$ cat src/hostctl_pkg.sv
// shared constants and types for the host-control receive path
// command patterns hold word 0 of the frame in bits 31:0, word 4 in bits 159:128
// the slow-down count is fixed at build time, no runtime register
package hostctl_pkg;

  //////////////////////////////////////////////////////////////////////////////
  // receive stream geometry
  //////////////////////////////////////////////////////////////////////////////

  localparam int RX_DATA_W  = 32;  // one AXI-stream word from the MAC
  localparam int RX_KEEP_W  = 4;   // byte keep, one bit per byte
  localparam int CMD_WORDS  = 5;   // leading words that carry a command
  localparam int CMD_W      = CMD_WORDS * RX_DATA_W;
  localparam int BEAT_IDX_W = 3;   // saturates at CMD_WORDS

  typedef logic [RX_DATA_W-1:0] rx_word_t;
  typedef logic [RX_KEEP_W-1:0] rx_keep_t;

  //////////////////////////////////////////////////////////////////////////////
  // command frames
  //////////////////////////////////////////////////////////////////////////////

  // word 4: "igin", word 3: "rt" + ethertype 005c,
  // words 2..1: source MAC, words 1..0: destination MAC
  localparam logic [CMD_W-1:0] TRIGGER_CMD =
    160'h6e69_6769_7274_005c_8f54_0000_1654_4502_1111_6843;

  // same header, payload spells "slowme" in wire order
  localparam logic [CMD_W-1:0] SLOWDOWN_CMD =
    160'h656d_776f_6c73_005c_8f54_0000_1654_4502_1111_6843;

  //////////////////////////////////////////////////////////////////////////////
  // host stall
  //////////////////////////////////////////////////////////////////////////////

  localparam int SLOW_CNT_W = 11;
  // host_stall holds for SLOW_CYCLES+1 cycles
  localparam logic [SLOW_CNT_W-1:0] SLOW_CYCLES = 11'd2000;

  typedef enum logic [1:0] {
    ST_IDLE,        // no request pending
    ST_WAIT_TRACE,  // request seen, waiting for a trace stall
    ST_COUNT        // core held by the host
  } stall_state_t;

endpackage

$ cat src/rx_word_if.sv
// one registered receive beat, no handshake
// a beat exists only in cycles with beat_valid high, gaps carry nothing
// beat_idx is the word position in the frame, saturating at CMD_WORDS
interface rx_word_if;

  logic                                 beat_valid;
  hostctl_pkg::rx_word_t                beat_data;
  hostctl_pkg::rx_keep_t                beat_keep;
  logic                                 beat_last;   // frame ends with this beat
  logic [hostctl_pkg::BEAT_IDX_W-1:0]   beat_idx;

  // driven by the beat tracker
  modport source (
    output beat_valid,
    output beat_data,
    output beat_keep,
    output beat_last,
    output beat_idx
  );

  // read by every command matcher
  modport sink (
    input beat_valid,
    input beat_data,
    input beat_keep,
    input beat_last,
    input beat_idx
  );

endinterface

$ cat src/frame_cmd_matcher.sv
// compares the first CMD_WORDS words of each frame with a fixed pattern
// every command word needs all four keep bits set
// frames shorter than CMD_WORDS never hit, words after the command are ignored
module frame_cmd_matcher #(
  parameter logic [hostctl_pkg::CMD_W-1:0] MATCH_PATTERN = '0
) (
  input  logic    CPUCLK,
  input  logic    bus_struct_reset,
  rx_word_if.sink beat,
  output logic    cmd_hit   // one cycle after the last beat of a matching frame
);

  hostctl_pkg::rx_word_t exp_word;     // pattern slice for this beat's position
  logic                  in_cmd;       // beat lies inside the command words
  logic                  word_ok;
  logic                  flag_in;      // match state before this beat
  logic                  flag_now;     // match state including this beat
  logic                  long_enough;  // frame reached the last command word
  logic                  match_flag;   // still matching, carried across beats

  //////////////////////////////////////////////////////////////////////////////
  // per-beat compare
  //////////////////////////////////////////////////////////////////////////////

  // word k of the frame sits in bits 32k+31..32k of the pattern
  always_comb begin
    exp_word = '0;
    for (int k = 0; k < hostctl_pkg::CMD_WORDS; k++) begin
      if (beat.beat_idx == k) begin
        exp_word = MATCH_PATTERN[k*hostctl_pkg::RX_DATA_W +: hostctl_pkg::RX_DATA_W];
      end
    end
  end

  assign in_cmd      = beat.beat_idx < hostctl_pkg::CMD_WORDS;
  assign word_ok     = (beat.beat_data == exp_word) && (&beat.beat_keep);
  assign flag_in     = (beat.beat_idx == '0) ? 1'b1 : match_flag;  // fresh frame
  assign flag_now    = in_cmd ? (flag_in & word_ok) : flag_in;
  assign long_enough = beat.beat_idx >= (hostctl_pkg::CMD_WORDS - 1);

  //////////////////////////////////////////////////////////////////////////////
  // frame state and hit
  //////////////////////////////////////////////////////////////////////////////

  always_ff @(posedge CPUCLK) begin
    if (bus_struct_reset) begin
      match_flag <= 1'b0;
      cmd_hit    <= 1'b0;
    end else begin
      // gaps leave the flag alone
      if (beat.beat_valid) begin
        match_flag <= flag_now;
      end
      cmd_hit <= beat.beat_valid & beat.beat_last & flag_now & long_enough;
    end
  end

endmodule

$ cat src/host_stall_ctrl.sv
// slow-down request handling, holds the core for SLOW_CYCLES+1 cycles
// the hold only starts after the trace path has stalled the core once
// requests are dropped while a slow-down is pending or running
module host_stall_ctrl (
  input  logic CPUCLK,
  input  logic bus_struct_reset,
  input  logic slow_req,        // pulse from the slow-down matcher
  input  logic trace_stall,     // stall from the trace packetizer
  output logic host_stall,
  output logic external_stall   // to the core
);

  hostctl_pkg::stall_state_t         state;
  hostctl_pkg::stall_state_t         state_nxt;
  logic [hostctl_pkg::SLOW_CNT_W-1:0] slow_cnt;
  logic                               cnt_done;

  //////////////////////////////////////////////////////////////////////////////
  // state machine
  //////////////////////////////////////////////////////////////////////////////

  always_ff @(posedge CPUCLK) begin
    if (bus_struct_reset) begin
      state <= hostctl_pkg::ST_IDLE;
    end else begin
      state <= state_nxt;
    end
  end

  always_comb begin
    state_nxt = state;
    case (state)
      hostctl_pkg::ST_IDLE: begin
        if (slow_req) begin
          state_nxt = hostctl_pkg::ST_WAIT_TRACE;
        end
      end
      hostctl_pkg::ST_WAIT_TRACE: begin
        // packetizer must have stalled at least once
        if (trace_stall) begin
          state_nxt = hostctl_pkg::ST_COUNT;
        end
      end
      hostctl_pkg::ST_COUNT: begin
        if (cnt_done) begin
          state_nxt = hostctl_pkg::ST_IDLE;
        end
      end
      default: state_nxt = hostctl_pkg::ST_IDLE;
    endcase
  end

  //////////////////////////////////////////////////////////////////////////////
  // hold counter
  //////////////////////////////////////////////////////////////////////////////

  // 0 on entry to ST_COUNT, leaves after the cycle that shows SLOW_CYCLES
  assign cnt_done = slow_cnt >= hostctl_pkg::SLOW_CYCLES;

  always_ff @(posedge CPUCLK) begin
    if (bus_struct_reset) begin
      slow_cnt <= '0;
    end else if (state == hostctl_pkg::ST_IDLE) begin
      slow_cnt <= '0;
    end else if (state == hostctl_pkg::ST_COUNT) begin
      slow_cnt <= slow_cnt + 1'b1;
    end
  end

  //////////////////////////////////////////////////////////////////////////////
  // stall merge
  //////////////////////////////////////////////////////////////////////////////

  assign host_stall     = (state == hostctl_pkg::ST_COUNT);
  assign external_stall = trace_stall | host_stall;  // either source halts the core

endmodule

$ cat src/hostctl_top.sv
// host-control receive path, trigger and slow-down commands from Ethernet
// rx_* is the MAC receive stream, always accepted
// trace_stall comes from the trace packetizer, external_stall goes to the core
module hostctl_top (
  input  logic                  CPUCLK,
  input  logic                  bus_struct_reset,
  input  hostctl_pkg::rx_word_t rx_data,
  input  hostctl_pkg::rx_keep_t rx_keep,
  input  logic                  rx_valid,
  input  logic                  rx_last,
  input  logic                  trace_stall,
  output logic                  ila_trigger,     // one-cycle pulse per trigger frame
  output logic                  host_stall,
  output logic                  external_stall
);

  logic slow_req;  // slow-down frame seen

  rx_word_if rx_beat ();

  //////////////////////////////////////////////////////////////////////////////
  // receive side
  //////////////////////////////////////////////////////////////////////////////

  rx_beat_tracker u_tracker (
    .CPUCLK           (CPUCLK),
    .bus_struct_reset (bus_struct_reset),
    .rx_data          (rx_data),
    .rx_keep          (rx_keep),
    .rx_valid         (rx_valid),
    .rx_last          (rx_last),
    .beat             (rx_beat.source)
  );

  //////////////////////////////////////////////////////////////////////////////
  // command matchers
  //////////////////////////////////////////////////////////////////////////////

  frame_cmd_matcher #(
    .MATCH_PATTERN (hostctl_pkg::TRIGGER_CMD)
  ) u_trig_match (
    .CPUCLK           (CPUCLK),
    .bus_struct_reset (bus_struct_reset),
    .beat             (rx_beat.sink),
    .cmd_hit          (ila_trigger)
  );

  frame_cmd_matcher #(
    .MATCH_PATTERN (hostctl_pkg::SLOWDOWN_CMD)
  ) u_slow_match (
    .CPUCLK           (CPUCLK),
    .bus_struct_reset (bus_struct_reset),
    .beat             (rx_beat.sink),
    .cmd_hit          (slow_req)
  );

  //////////////////////////////////////////////////////////////////////////////
  // stall control
  //////////////////////////////////////////////////////////////////////////////

  host_stall_ctrl u_stall (
    .CPUCLK           (CPUCLK),
    .bus_struct_reset (bus_struct_reset),
    .slow_req         (slow_req),
    .trace_stall      (trace_stall),
    .host_stall       (host_stall),
    .external_stall   (external_stall)
  );

endmodule

$ cat src/rx_beat_tracker.sv
// registers each receive beat and tags it with its word position in the frame
// stream is always accepted, the MAC has no back-pressure here
// first valid beat after reset and after every last beat gets index 0
module rx_beat_tracker (
  input  logic                  CPUCLK,
  input  logic                  bus_struct_reset,
  input  hostctl_pkg::rx_word_t rx_data,
  input  hostctl_pkg::rx_keep_t rx_keep,
  input  logic                  rx_valid,
  input  logic                  rx_last,
  rx_word_if.source             beat
);

  logic [hostctl_pkg::BEAT_IDX_W-1:0] next_idx;  // slot the next valid beat takes
  logic [hostctl_pkg::BEAT_IDX_W-1:0] idx_inc;   // next_idx advanced, saturating

  //////////////////////////////////////////////////////////////////////////////
  // word position
  //////////////////////////////////////////////////////////////////////////////

  // stop counting once past the command words, the matchers
  // only care whether a beat is inside or beyond the command
  always_comb begin
    if (next_idx >= hostctl_pkg::CMD_WORDS) begin
      idx_inc = next_idx;
    end else begin
      idx_inc = next_idx + 1'b1;
    end
  end

  always_ff @(posedge CPUCLK) begin
    if (bus_struct_reset) begin
      next_idx <= '0;
    end else if (rx_valid) begin
      if (rx_last) begin
        next_idx <= '0;  // new frame follows
      end else begin
        next_idx <= idx_inc;
      end
    end
  end

  //////////////////////////////////////////////////////////////////////////////
  // beat register
  //////////////////////////////////////////////////////////////////////////////

  always_ff @(posedge CPUCLK) begin
    if (bus_struct_reset) begin
      beat.beat_valid <= 1'b0;
      beat.beat_idx   <= '0;
    end else begin
      beat.beat_valid <= rx_valid;  // gaps pass through as invalid cycles
      if (rx_valid) begin
        beat.beat_idx <= next_idx;
      end
    end
  end

  // payload only moves with a valid beat
  always_ff @(posedge CPUCLK) begin
    if (rx_valid) begin
      beat.beat_data <= rx_data;
      beat.beat_keep <= rx_keep;
      beat.beat_last <= rx_last;
    end
  end

endmodule

$ cat config.mk
export PLATFORM = sky130hd
export DESIGN_NAME = hostctl_top
export DESIGN_NICKNAME = d
export VERILOG_FILES = /design/src/hostctl_pkg.sv /design/src/rx_word_if.sv /design/src/frame_cmd_matcher.sv /design/src/host_stall_ctrl.sv /design/src/hostctl_top.sv /design/src/rx_beat_tracker.sv
export SDC_FILE = /design/constraint.sdc
export NUM_CORES = 1
export LEC_CHECK = 0
export ABC_AREA = 1
export BUFFER_PORTS_ARGS = -buffer_cell sky130_fd_sc_hd__buf_2
export CORE_MARGIN = 10
export CORE_UTILIZATION = 57
export CTS_CLUSTER_DIAMETER = 40
export DETAILED_ROUTE_END_ITERATION = 6
export PLACE_DENSITY = 0.84
export REMOVE_ABC_BUFFERS = 1
export SLEW_MARGIN = 20
export SYNTH_ARGS = -nofsm -noshare
export SYNTH_HDL_FRONTEND = slang
export SYNTH_SLANG_ARGS = --single-unit
$ cat constraint.sdc
create_clock -name CPUCLK -period 2.1 [get_ports CPUCLK]
set_clock_uncertainty 0.1 [all_clocks]
set_input_delay 0.21 -clock CPUCLK [delete_from_list [all_inputs] [get_ports CPUCLK]]
set_output_delay 0.21 -clock CPUCLK [all_outputs]
set_load 0.02 [all_outputs]
# ---- After elaboration in Yosys (flattened, before gate mapping)
# Cells that the tools add are included.
dict set report word_totals {
  register_bits 61
  input_bits 41
  output_inout_bits 3
  elab_cells 63
}
dict set report op_classes {
  n_addsub 2
  order_cmp 4
  eq_ne 12
  mux 17
  bitwise_logic 8
  reduce_logical 8
}
# op n
set op_table {}
lappend op_table {{$mux 32} 5}
lappend op_table {{$eq 32x32->1} 2}
lappend op_table {{$mux 29} 2}
lappend op_table {{$add 11x1->11 const B} 1}
lappend op_table {{$ge 11x11->1 const B} 1}
lappend op_table {{$ne 2x2->1 const B} 4}
lappend op_table {{$and 1x1->1} 7}
lappend op_table {{$eq 3x2->1 const B} 2}
lappend op_table {{$ge 3x3->1 const B} 2}
lappend op_table {{$mux 2} 3}
lappend op_table {{$mux 3} 2}
lappend op_table {{$pmux 2 s3} 1}
lappend op_table {{$mux 1} 4}
lappend op_table {{$reduce_and 4->1} 1}
lappend op_table {{$add 3x1->3 const B} 1}
lappend op_table {{$eq 3x1->1 const B} 1}
lappend op_table {{$eq 3x3->1 const B} 1}
lappend op_table {{$logic_not 3->1} 1}
lappend op_table {{$lt 3x3->1 const B} 1}
lappend op_table {{$reduce_and 3->1} 1}
lappend op_table {{$eq 2x1->1 const B} 1}
lappend op_table {{$eq 2x2->1 const B} 1}
lappend op_table {{$logic_and 1x1->1} 2}
lappend op_table {{$logic_not 2->1} 1}
lappend op_table {{3 further kinds} 3}

# ---- Depth between registers and ports, before layout
# Gate-level depths: netlist of the first run.
dict set report depth {
  word_depth 12
  mapped_depth 15
  ltp_nobuf 13
}

# ---- Cells and area by module
# From an unflattened synthesis of the first run, not the netlist that was laid out.
dict set report unflattened {
  cells_unflattened 478
  area_unflattened_um2 3495.9
}
# module n_inst cells_each area_per_inst_um2 seq_area_each_um2
set by_module_without_submodules {}
lappend by_module_without_submodules {rx_beat_tracker 1 83 1471.4 1251.2}
lappend by_module_without_submodules {host_stall_ctrl 1 97 684.4 260.2}
lappend by_module_without_submodules {{frame_cmd_matcher (u_slow_match)} 1 153 676.9 40.0}
lappend by_module_without_submodules {{frame_cmd_matcher (u_trig_match)} 1 145 663.1 40.0}

# ---- Worst setup path after synthesis of the first run
# OpenSTA, ideal clock, no wires.
dict set report synth_timing {
  kind {register -> register}
  start {register u_stall.state[1]}
  end {register u_stall.slow_cnt[10] in the netlist's numbering}
  setup_ns 0.117
  arrival_time_ns 1.462
  t_required_ns 1.883
  path_slack_ns 0.421
  stages_incl_launch_ff 12
  path_buffers 0
  synth_period_minus_slack_ns 1.679
  path_cell_list {dfxtp_1 inv_1 nor2_4 inv_1 nor3_1 inv_1 nor2_1 nand2_1 inv_1 nand3_1 xor2_1 nor2_1}
}
dict set report synth_between {
  elab_cells_between_ends 3
  cone_classes {1 x eq/ne; 2 x reduce/logical}
}
# item line
set synth_lines {}
lappend synth_lines {{start, declared} host_stall_ctrl.sv:13} ;# hostctl_pkg::stall_state_t state;
lappend synth_lines {{start signal, assigned} host_stall_ctrl.sv:24} ;# state <= hostctl_pkg::ST_IDLE;
lappend synth_lines {{start signal, assigned} host_stall_ctrl.sv:26} ;# state <= state_nxt;
lappend synth_lines {{$eq 2x2->1} -}
lappend synth_lines {{via host_stall} hostctl_top.sv:13} ;# output logic host_stall,
lappend synth_lines {{end signal, assigned} host_stall_ctrl.sv:66} ;# slow_cnt <= slow_cnt + 1'b1;
lappend synth_lines {{end, declared} host_stall_ctrl.sv:15} ;# logic [hostctl_pkg::SLOW_CNT_W-1:0] slow_cnt;
# The timed path passes the listed nets, and every way through them passes these cells.
# A chain may end at the register's enable or synchronous reset.

# ---- Worst setup path after layout of the first run
dict set report layout_timing {
  start {register u_tracker.beat.beat_idx[0]}
  end {register u_slow_match.match_flag}
}
dict set report layout_between {
  elab_chain_cells 10
  elab_cells_between_ends 16
  cone_classes {1 x order compare; 5 x eq/ne; 7 x mux; 1 x bitwise; 2 x reduce/logical}
}
# item line
set layout_lines {}
lappend layout_lines {{start, declared} rx_word_if.sv:18} ;# output beat_idx
lappend layout_lines {{start signal, assigned} rx_beat_tracker.sv:54} ;# beat.beat_idx <= next_idx;
lappend layout_lines {{$logic_not 3->1} {frame_cmd_matcher.sv:29, frame_cmd_matcher.sv:37}}
lappend layout_lines {{$mux 29 (2 in a row)} frame_cmd_matcher.sv:29} ;# if (beat.beat_idx == k) begin
lappend layout_lines {{$mux 32 (3 in a row)} frame_cmd_matcher.sv:29}
lappend layout_lines {{$eq 32x32->1} frame_cmd_matcher.sv:36} ;# assign word_ok = (beat.beat_data == exp_word) && (&beat.beat_keep);
lappend layout_lines {{$logic_and 1x1->1} frame_cmd_matcher.sv:36}
lappend layout_lines {{$and 1x1->1} frame_cmd_matcher.sv:38} ;# assign flag_now = in_cmd ? (flag_in & word_ok) : flag_in;
lappend layout_lines {{$mux 1 (*)} frame_cmd_matcher.sv:38}
lappend layout_lines {{end signal, assigned} frame_cmd_matcher.sv:52} ;# match_flag <= flag_now;
lappend layout_lines {{end, declared} frame_cmd_matcher.sv:19} ;# logic match_flag;
# Mark *: on every way between the ends. The rest lies on a longest branch, timed or not.

==> impl.org, run 1 <==
** Layout
- The count of cells in the finished layout, fillers not included, comes to 546.
- The post-route netlist has 15.76% of its cells at a drive strength greater than 1.
- Antenna fix cells :: 0
- After the last flow step, the layout net total stands at 516.
- Leaving out fill and tap cells, the most frequent cells in the layout are sky130_fd_sc_hd__nand2_1, sky130_fd_sc_hd__nor2_1, sky130_fd_sc_hd__inv_1, sky130_fd_sc_hd__buf_2, sky130_fd_sc_hd__dlygate4sd3_1.
- Most common cell after layout, fill and taps aside :: sky130_fd_sc_hd__nand2_1
- Multi-input combinational cell area :: 1201 um^2
- FF+latch area :: 1593 um^2
- Fill count :: 403
- Layout area overhead :: 27.79%

** Routing
- Drt total wl :: 7.216 mm
- Routed via count :: 2728
- For this run, the detailed router's first-pass iteration total came to 5.
- Remaining routing DRC violations :: 0
- Final ANT Viol Nets :: 0
- The first routing iteration left 177 violations.
- In the final routed layout, each cell accounts on average for 13.22 um.
- In the routed layout, each cell is associated on average with a via count of 4.996.

** GRT
- Entering global routing, the biggest net connects 25 pins.
- Initial antenna violation count :: 0
- Summed over all layers, the global routing overflow is 0.
- Wire length of the first global-routing pass :: 12.27 mm
- Number of global-route vias before repair :: 2682
- Global-route usage over all layers :: 17.86%

** STA
- Headroom to the max-slew limit :: 78.99%
- The max-slew violation count was 0.
- After layout, the worst path uses 91.38% of the clock period.
- Final hold slack :: 40.94 ps
- At the pin with the least slew margin, the transition time is 313.9 ps.
- Crit path time final :: 1919 ps
- RSZ-0062 raised after global routing :: false
- Final hold violation count :: 0
- Adding up every negative setup slack in the final design gives 0 ps.
- Setup violations remaining at the end of the flow were counted as 0.
- Maximum clock frequency :: 0.5211 GHz

** Clocking
- Number of CTS-inserted buffers :: 9
- No sink is reached through more buffers than the 2 on the longest clock path.
- Cell at the root of the clock tree :: sky130_fd_sc_hd__clkbuf_8
- TritonCTS clock tree :: built
- Total number of H-tree levels :: 3
- Clock-pin slew on the worst setup and hold paths :: 70 ps
- Clock network latency to the later pin of the worst-skew pair :: 340 ps
- Clock tree synthesis found a total of 61 sinks.
- Number of setup buffers added after CTS :: 0

** Place
- After detailed placement, the design holds a cell count of 492.
- Input/output buffers :: 43
- Summed over all nets, the half-perimeter wirelength after detailed placement is 4.972 mm.
- GP Congestion :: 0.9163

** Setup path
- STA classifies the critical path startpoint as a flip-flop.
- CP max FO :: 21
- Critical path required time :: 2270 ps
- STA classifies the critical path endpoint as a flip-flop.
- CP Data Arrival Time :: 2090 ps
- The critical path is of the flip-flop to flip-flop type.

** Floorplanning
- Initial standard-cell utilization of the core :: 58.86%
- Width of the die :: 92.86 um
- Vert. Die Dim :: 92.86 um
- IO Pins :: 44
- Site Rows :: 26
- The floorplan step defined a die boundary enclosing 8622 um^2.
- The core region is 5140 um^2.

** Flow run
- Max-capacitance violation count :: 0

** Power and ir drop
- For this design the static power due to leakage is 1.727 nW.
- Maximum vdd ir drop :: 0.5745 mV
- Total power divided by cell area :: 683.8 nW/um^2

** Synth
- Synthesis produced a netlist whose cell count is 379.
- After synthesis the netlist holds a flip-flop and latch count of 61.
- For this run, the number of Yosys warnings is 0.
- Sequential fraction of the synthesis area :: 52.61%
- Summed instance area of the synthesized netlist :: 3025 um^2
- Post-synthesis average cell area :: 7.983 um^2
- Distinct cell type count after synthesis :: 28

** Min path
- The path class of the tightest hold or removal check is input pin to flip-flop.

** Status
- Status :: finished clean
timing repair:
action                                  CTS  global route
hold buffers                             38             0
resized for setup                         0             2
endpoints found under the hold margin    38             0
endpoints found under the setup margin    0             4
metal layers:
metal / vias to the layer above / part of all wire [%] / GRT usage [%]
met1: 1230 / 41 / 20.02
met4: 0 / 2.6 / 8.483
met5: - / 0 / 0
li1: 1394 / - / -
met2: 85 / 52 / 31.13
met3: 19 / 4.2 / 4.278
final timing paths:
path,slack [ps],depth (start not counted),start,end
setup / recovery,180,12,u_tracker.beat.beat_idx[0],u_slow_match.match_flag
hold / removal,40,3,trace_stall,u_stall.state[1]
setup reg to reg,180,12,u_tracker.beat.beat_idx[0],u_slow_match.match_flag
hold reg to reg,380,2,u_stall.slow_cnt[8],u_stall.slow_cnt[8]
metrics by stage:
stage	setup slack [ps]	power, mW	util, %	instance area [um^2]
6_report	181.0	2.644	75.22	3866
5_1_grt	5.507	2.777	75.22	3866
4_1_cts	21.16	2.664	75.10	3860
3_5_place_dp	42.72	1.720	64.51	3316
3_3_place_gp	182.4	1.709	64.51	3316
2_1_floorplan	225.9	1.597	-	2968
synthesized netlist by cell type:
library cell / n / share of area, %
sky130_fd_sc_hd__buf_2: 1 / 0.17
sky130_fd_sc_hd__a211oi_1: 1 / 0.25
sky130_fd_sc_hd__buf_6: 4 / 1.5
sky130_fd_sc_hd__o21ai_0: 12 / 2.0
sky130_fd_sc_hd__nor2_2: 3 / 0.62
sky130_fd_sc_hd__xor2_1: 3 / 0.87
sky130_fd_sc_hd__inv_1: 45 / 5.6
sky130_fd_sc_hd__a21boi_0: 1 / 0.25
sky130_fd_sc_hd__nor2_1: 57 / 7.1
sky130_fd_sc_hd__nand3b_1: 4 / 0.99
sky130_fd_sc_hd__o21a_1: 2 / 0.50
sky130_fd_sc_hd__a21oi_1: 18 / 3.0
sky130_fd_sc_hd__or2_2: 3 / 0.62
sky130_fd_sc_hd__nand2_1: 114 / 14
sky130_fd_sc_hd__clkinv_1: 1 / 0.12
sky130_fd_sc_hd__inv_2: 2 / 0.25
sky130_fd_sc_hd__nor3_1: 2 / 0.33
sky130_fd_sc_hd__edfxtp_1: 37 / 37
sky130_fd_sc_hd__nand2_2: 4 / 0.83
sky130_fd_sc_hd__nand4_1: 3 / 0.62
sky130_fd_sc_hd__ha_1: 4 / 1.7
sky130_fd_sc_hd__dfxtp_1: 24 / 16
sky130_fd_sc_hd__nand3_1: 29 / 4.8
sky130_fd_sc_hd__xnor2_1: 1 / 0.29
sky130_fd_sc_hd__o21ai_1: 1 / 0.17
sky130_fd_sc_hd__buf_4: 1 / 0.25
sky130_fd_sc_hd__a31oi_1: 1 / 0.21
sky130_fd_sc_hd__nor2_4: 1 / 0.37
power by group:
group | switching, mW | internal, mW | leakage (nW)
clock network | 0.424 | 0.460 | 0.0850
logic | 0.201 | 0.164 | 1.09
registers | 0.0479 | 1.35 | 0.557
cells by family (layout without fill, tap and decap cells):
group / after synthesis / count (layout) / synth area share, %
xor+xnor: 4 / 4 / 1.158
simple gates: 220 / 220 / 30.40
buf+inv: 54 / 151 / 7.857
fa+ha+maj: 4 / 4 / 1.654
compound gates: 36 / 36 / 6.328
flops: 61 / 61 / 52.61
critical path, cell delays in order, from the launching register on:
cell and delay, ps:
sky130_fd_sc_hd__dfxtp_1 480, sky130_fd_sc_hd__nor2_2 100, sky130_fd_sc_hd__nand2_4 200, sky130_fd_sc_hd__nand2_1 160, sky130_fd_sc_hd__nand2_1 80, sky130_fd_sc_hd__nand2_1 50
sky130_fd_sc_hd__nor2_1 140, sky130_fd_sc_hd__nand2_1 90, sky130_fd_sc_hd__nor2_1 110, sky130_fd_sc_hd__nand3_1 80, sky130_fd_sc_hd__nand2_1 80, sky130_fd_sc_hd__nand2_1 60
sky130_fd_sc_hd__a21oi_1 110
sequential cells by signal, indices dropped and copies added (netlist names):
signal / cells
u_slow_match.cmd_hit: 1
u_slow_match.match_flag: 1
u_stall.slow_cnt: 11
u_stall.state: 2
u_tracker.beat.beat_data: 32
u_tracker.beat.beat_idx: 3
u_tracker.beat.beat_keep: 4
u_tracker.beat.beat_last: 1
u_tracker.beat.beat_valid: 1
u_tracker.next_idx: 3
u_trig_match.cmd_hit: 1
u_trig_match.match_flag: 1
area by class of cell:
| cell class | instances | share of cell area (%) |
|---|---|---|
| flip-flops and latches | 61 | 41.20 |
| multi-input cells | 264 | 31.07 |
| repair buffers | 87 | 16.57 |
| inverters | 48 | 4.660 |
| clock buffers | 14 | 3.948 |
| well taps | 70 | 2.265 |
| clock inverters | 2 | 0.2913 |
(Power assumes the default switching activity.)
==> inputs of run 2 (changes only) <==
Settings changed: ABC_AREA 1 to not set, PLACE_DENSITY 0.84 to 0.83.
==> run 2 against run 1 <==
The flow now finishes with violations (setup timing). Core utilization is 4.1 points higher. Synthesized area up 4.6%. Die area grew 3.6%. Clock power rose by 13%. Setup slack got worse by 360 ps. Cell count is 9.2% lower. Maximum frequency shrank 16%. Sequential power about the same. Via count rose by 11%. Wire length rose by 30%.
==> impl.org, run 2 <==
** Power and ir drop
- Total power :: 2.726 mW (was 2.644 mW)
- The power per unit of standard cell area is 631.7 nW/um^2 (was 683.8 nW/um^2).
- The largest voltage drop on the vdd net came to 0.5525 mV (was 0.5745 mV).
- Leakage Power :: 1.714 nW (was 1.727 nW)

** Layout
- Leading cell types in the layout, fill and taps excluded: sky130_fd_sc_hd__buf_2, sky130_fd_sc_hd__dlygate4sd3_1, sky130_fd_sc_hd__edfxtp_1, sky130_fd_sc_hd__buf_4, sky130_fd_sc_hd__nor2_1 (was sky130_fd_sc_hd__nand2_1, sky130_fd_sc_hd__nor2_1, sky130_fd_sc_hd__inv_1, sky130_fd_sc_hd__buf_2, sky130_fd_sc_hd__dlygate4sd3_1).
- Non-filler cells in the finished layout :: 496 (was 546)
- The net count of the finished layout is 464 (was 516).
- The share of post-route cells with drive strength above 1 was 30.19% (was 15.76%).
- The area growth from synthesis to final layout was 36.38% (was 27.79%).
- The register containing the most flip-flops in the final layout was u_tracker.beat.beat_data (unchanged).
- Biggest regs: u_tracker.beat.beat_data x32, u_stall.slow_cnt x11, u_tracker.beat.beat_keep x4 (unchanged).
- Antenna fix cells :: 0 (unchanged)
- Largest register FFs :: 32 (unchanged)
- The most common library cell in the layout ignoring fill and taps is sky130_fd_sc_hd__buf_2 (was sky130_fd_sc_hd__nand2_1).

** GRT
- Number of global-route vias before repair :: 3104 (was 2682)
- The largest net degree at the start of global routing is 28 (was 25).
- The global-route wire length before repair came to 14.44 mm (was 12.27 mm).
- Global-route usage over all layers :: 20.52% (was 17.86%)
- GRT Residual Overflow :: 0 (unchanged)
- Initial antenna violation count :: 0 (unchanged)

** Clocking
- The clock slew at the register clock pins of the worst setup and hold paths was 70 ps (about the same).
- The CTS buffer count is 9 (unchanged).
- Cell at the root of the clock tree :: sky130_fd_sc_hd__clkbuf_8 (unchanged)
- Clock Tree Buf Depth :: 2 (unchanged)
- TritonCTS clock tree :: built (unchanged)
- Clk sink count :: 61 (unchanged)
- The later-pin clock latency in the skew report was 370 ps (was 340 ps).
- The number of H-tree levels was 3 (unchanged).

** Routing
- The post-detailed-route count of antenna-violating nets came to 0 (unchanged).
- The detailed-router iteration count before antenna repair came to 7 (was 5).
- Routed via count :: 3015 (was 2728)
- The average wire length per cell after detail routing was 18.90 um (was 13.22 um).
- The via density per instance came to 6.079 (was 4.996).
- The count of unresolved DRC violations after routing is 0 (unchanged).
- Iter 0 DRT Violations :: 242 (was 177)
- Drt total wl :: 9.373 mm (was 7.216 mm)

** Floorplanning
- The number of rows in the core area is 27 (was 26).
- Area of the core :: 5439 um^2 (was 5140 um^2)
- The horizontal die dimension came to 94.51 um (was 92.86 um).
- IO Pins :: 44 (unchanged)
- Vert. Die Dim :: 94.51 um (was 92.86 um)
- The initial cell density of the core came to 58.18% (was 58.86%).
- Full die area :: 8931 um^2 (was 8622 um^2)

** Place
- Instance count after placement with tap cells included :: 437 (was 492)
- Half-perimeter wire length of the detailed placement result :: 5.359 mm (was 4.972 mm)
- The number of port buffers came to 43 (unchanged).
- The final estimated routing congestion in global placement came to 0.9665 (was 0.9163).

** Flow run
- Max-capacitance violation count :: 0 (unchanged)

** Setup path
- The worst endpoint required time is 2300 ps (was 2270 ps).
- The kind of launch point of the worst setup path was a flip-flop (unchanged).
- The maximum fanout encountered on the critical timing path came to 6 (was 21).
- The data arrival time of the worst path is 2480 ps (was 2090 ps).
- The kind of critical path was flip-flop to flip-flop (unchanged).
- Endpoint type of the worst setup path :: flip-flop (unchanged)

** Status
- The checks that failed: setup timing.
- Status: complete, but fails checks (was finished clean).

** Synth
- Sequential fraction of the synthesis area :: 50.30% (was 52.61%)
- The count of warnings emitted by yosys was 0 (unchanged).
- Cell types with the largest area share after synthesis :: sky130_fd_sc_hd__edfxtp_1, sky130_fd_sc_hd__dfxtp_1, sky130_fd_sc_hd__a21oi_1 (was sky130_fd_sc_hd__edfxtp_1, sky130_fd_sc_hd__dfxtp_1, sky130_fd_sc_hd__nand2_1)
- Leading area contributor after synthesis :: sky130_fd_sc_hd__edfxtp_1 (unchanged)
- Summed instance area of the synthesized netlist :: 3164 um^2 (was 3025 um^2)
- Area share of the leading cell type in the synthesized netlist :: 35.11% (was 36.72%)
- Post-synthesis average cell area :: 10.51 um^2 (was 7.983 um^2)
- The share of flip-flops with an asynchronous set or reset after synthesis came to 0% (unchanged).
- Cell count after synthesis :: 301 (was 379)
- Number of enable flip-flop cells after synthesis :: 37 (unchanged)
- The flip-flop and latch count after synthesis came to 61 (unchanged).
- Top flip-flop cell by instance count after synthesis :: sky130_fd_sc_hd__edfxtp_1 (unchanged)
- Synth cell count leaders: sky130_fd_sc_hd__edfxtp_1, sky130_fd_sc_hd__nor2_1, sky130_fd_sc_hd__dfxtp_1, sky130_fd_sc_hd__a21oi_1, sky130_fd_sc_hd__o21ai_0 (was sky130_fd_sc_hd__nand2_1, sky130_fd_sc_hd__nor2_1, sky130_fd_sc_hd__inv_1, sky130_fd_sc_hd__edfxtp_1, sky130_fd_sc_hd__nand3_1).
- The distinct cell type count after synthesis was 66 (was 28).
- The most repeated cell in the gate-level netlist after synthesis is sky130_fd_sc_hd__edfxtp_1 (was sky130_fd_sc_hd__nand2_1).

** STA
- Period Utilization, post-route :: 108.5% (was 91.38%)
- RSZ-0062 raised after global routing: true (was false).
- Pins Over Slew Limit :: 0 (unchanged)
- Post-route worst setup slack :: -177.5 ps (was 181.0 ps)
- Crit path time final :: 2278 ps (was 1919 ps)
- Final hold violation count :: 0 (unchanged)
- Setup Viol. Count Final :: 4 (was 0)
- The worst-case headroom to the max-slew limit was 56.06% (was 78.99%).
- Slew at the pin closest to its max-slew limit :: 659.2 ps (was 313.9 ps)
- The fmax is 0.4391 GHz (was 0.5211 GHz).

** Min path
- Kind of path behind the tightest hold check :: input pin to flip-flop (unchanged)
==> run 2: cell types whose count changed after synthesis, sizes merged, moves of 10 or more <==
cell / change
nor2: -33
nand2: -102
nor3: +12
inv: -37
xor2: +10
nand3: -24
==> run 2: through the flow <==
| step | utilization (%) | area [um^2] | setup WS (ps) | hold WS, ps | TNS (ps) |
|---|---|---|---|---|---|
| floorplan | - | 3042 | -462.1 | 179.1 | -1382 |
| global placement | 66.51 | 3617 | -99.70 | 286.6 | -112.6 |
| detailed placement | 66.51 | 3617 | -137.2 | 288.2 | -326.1 |
| CTS | 78.74 | 4283 | -9.893 | 58.47 | -10.00 |
| global route | 79.34 | 4315 | -211.1 | 74.62 | -743.9 |
| finish | 79.34 | 4315 | -177.5 | 58.72 | -556.6 |
==> run 2: power breakdown <==
| group | internal, mW | leakage [nW] | switching [mW] |
|---|---|---|---|
| clock | 0.498 | 0.0964 | 0.499 |
| combinational | 0.172 | 1.06 | 0.153 |
| sequential | 1.34 | 0.558 | 0.0652 |
| total | 2.01 | 1.71 | 0.717 |
==> run 2: layout make-up <==
type	count	area, um^2
Inverter	10	37.54
Clock inverter	5	32.53
Multi-Input combinational cell	215	1484
Fill cell	312	1124
Clock buffer	11	152.6
Timing Repair Buffer	122	915.9
Sequential cell	61	1603
Tap cell	72	90.09
==> run 2: logic make-up after synthesis <==
group / after synthesis / share of synthesized area (%)
simple gates: 115 / 21.51
compound gates: 74 / 15.26
flops: 61 / 50.30
buf+inv: 25 / 5.061
xor+xnor: 17 / 4.705
mux: 5 / 1.582
fa+ha+maj: 4 / 1.582
==> run 2: critical path, cell delays in order, from the launching register on <==
cell	delay [ps]
sky130_fd_sc_hd__dfxtp_4	400
sky130_fd_sc_hd__buf_2	230
sky130_fd_sc_hd__buf_4	170
sky130_fd_sc_hd__nor3_1	60
sky130_fd_sc_hd__a211oi_2	200
sky130_fd_sc_hd__a21oi_1	100
sky130_fd_sc_hd__nor4b_4	280
sky130_fd_sc_hd__nand4_1	220
sky130_fd_sc_hd__o21ai_1	240
sky130_fd_sc_hd__and3_1	210
==> run 2: final timing paths <==
kind	from	endpoint	slack [ps]	cells past startpoint
worst max register to register	u_tracker.beat.beat_idx[1]	u_trig_match.cmd_hit	-180	9
worst max-delay path	u_tracker.beat.beat_idx[1]	u_trig_match.cmd_hit	-180	9
worst min register to register	u_slow_match.match_flag	u_slow_match.cmd_hit	360	2
worst min-delay path	bus_struct_reset	u_stall.state[1]	60	2
==> run 2: metal layers <==
| metal | up-vias | GRT usage, % | routed length [um] | part of all wire [%] |
|---|---|---|---|---|
| li1 | 1361 | - | - | - |
| met1 | 1393 | 21.42 | 3366 | 36 |
| met2 | 193 | 35.01 | 4634 | 49 |
| met3 | 68 | 7.058 | 857 | 9.1 |
| met4 | 0 | 12.34 | 515 | 5.5 |
| met5 | - | 0 | 0 | 0 |
==> run 2: repair_timing <==
item / CTS / global route
setup buffers: 5 / 0
resized for setup: 20 / 8
hold buffers: 38 / 0
pin swaps: 9 / 0
endpoints found under the setup margin: 4 / 4
endpoints found under the hold margin: 38 / 0
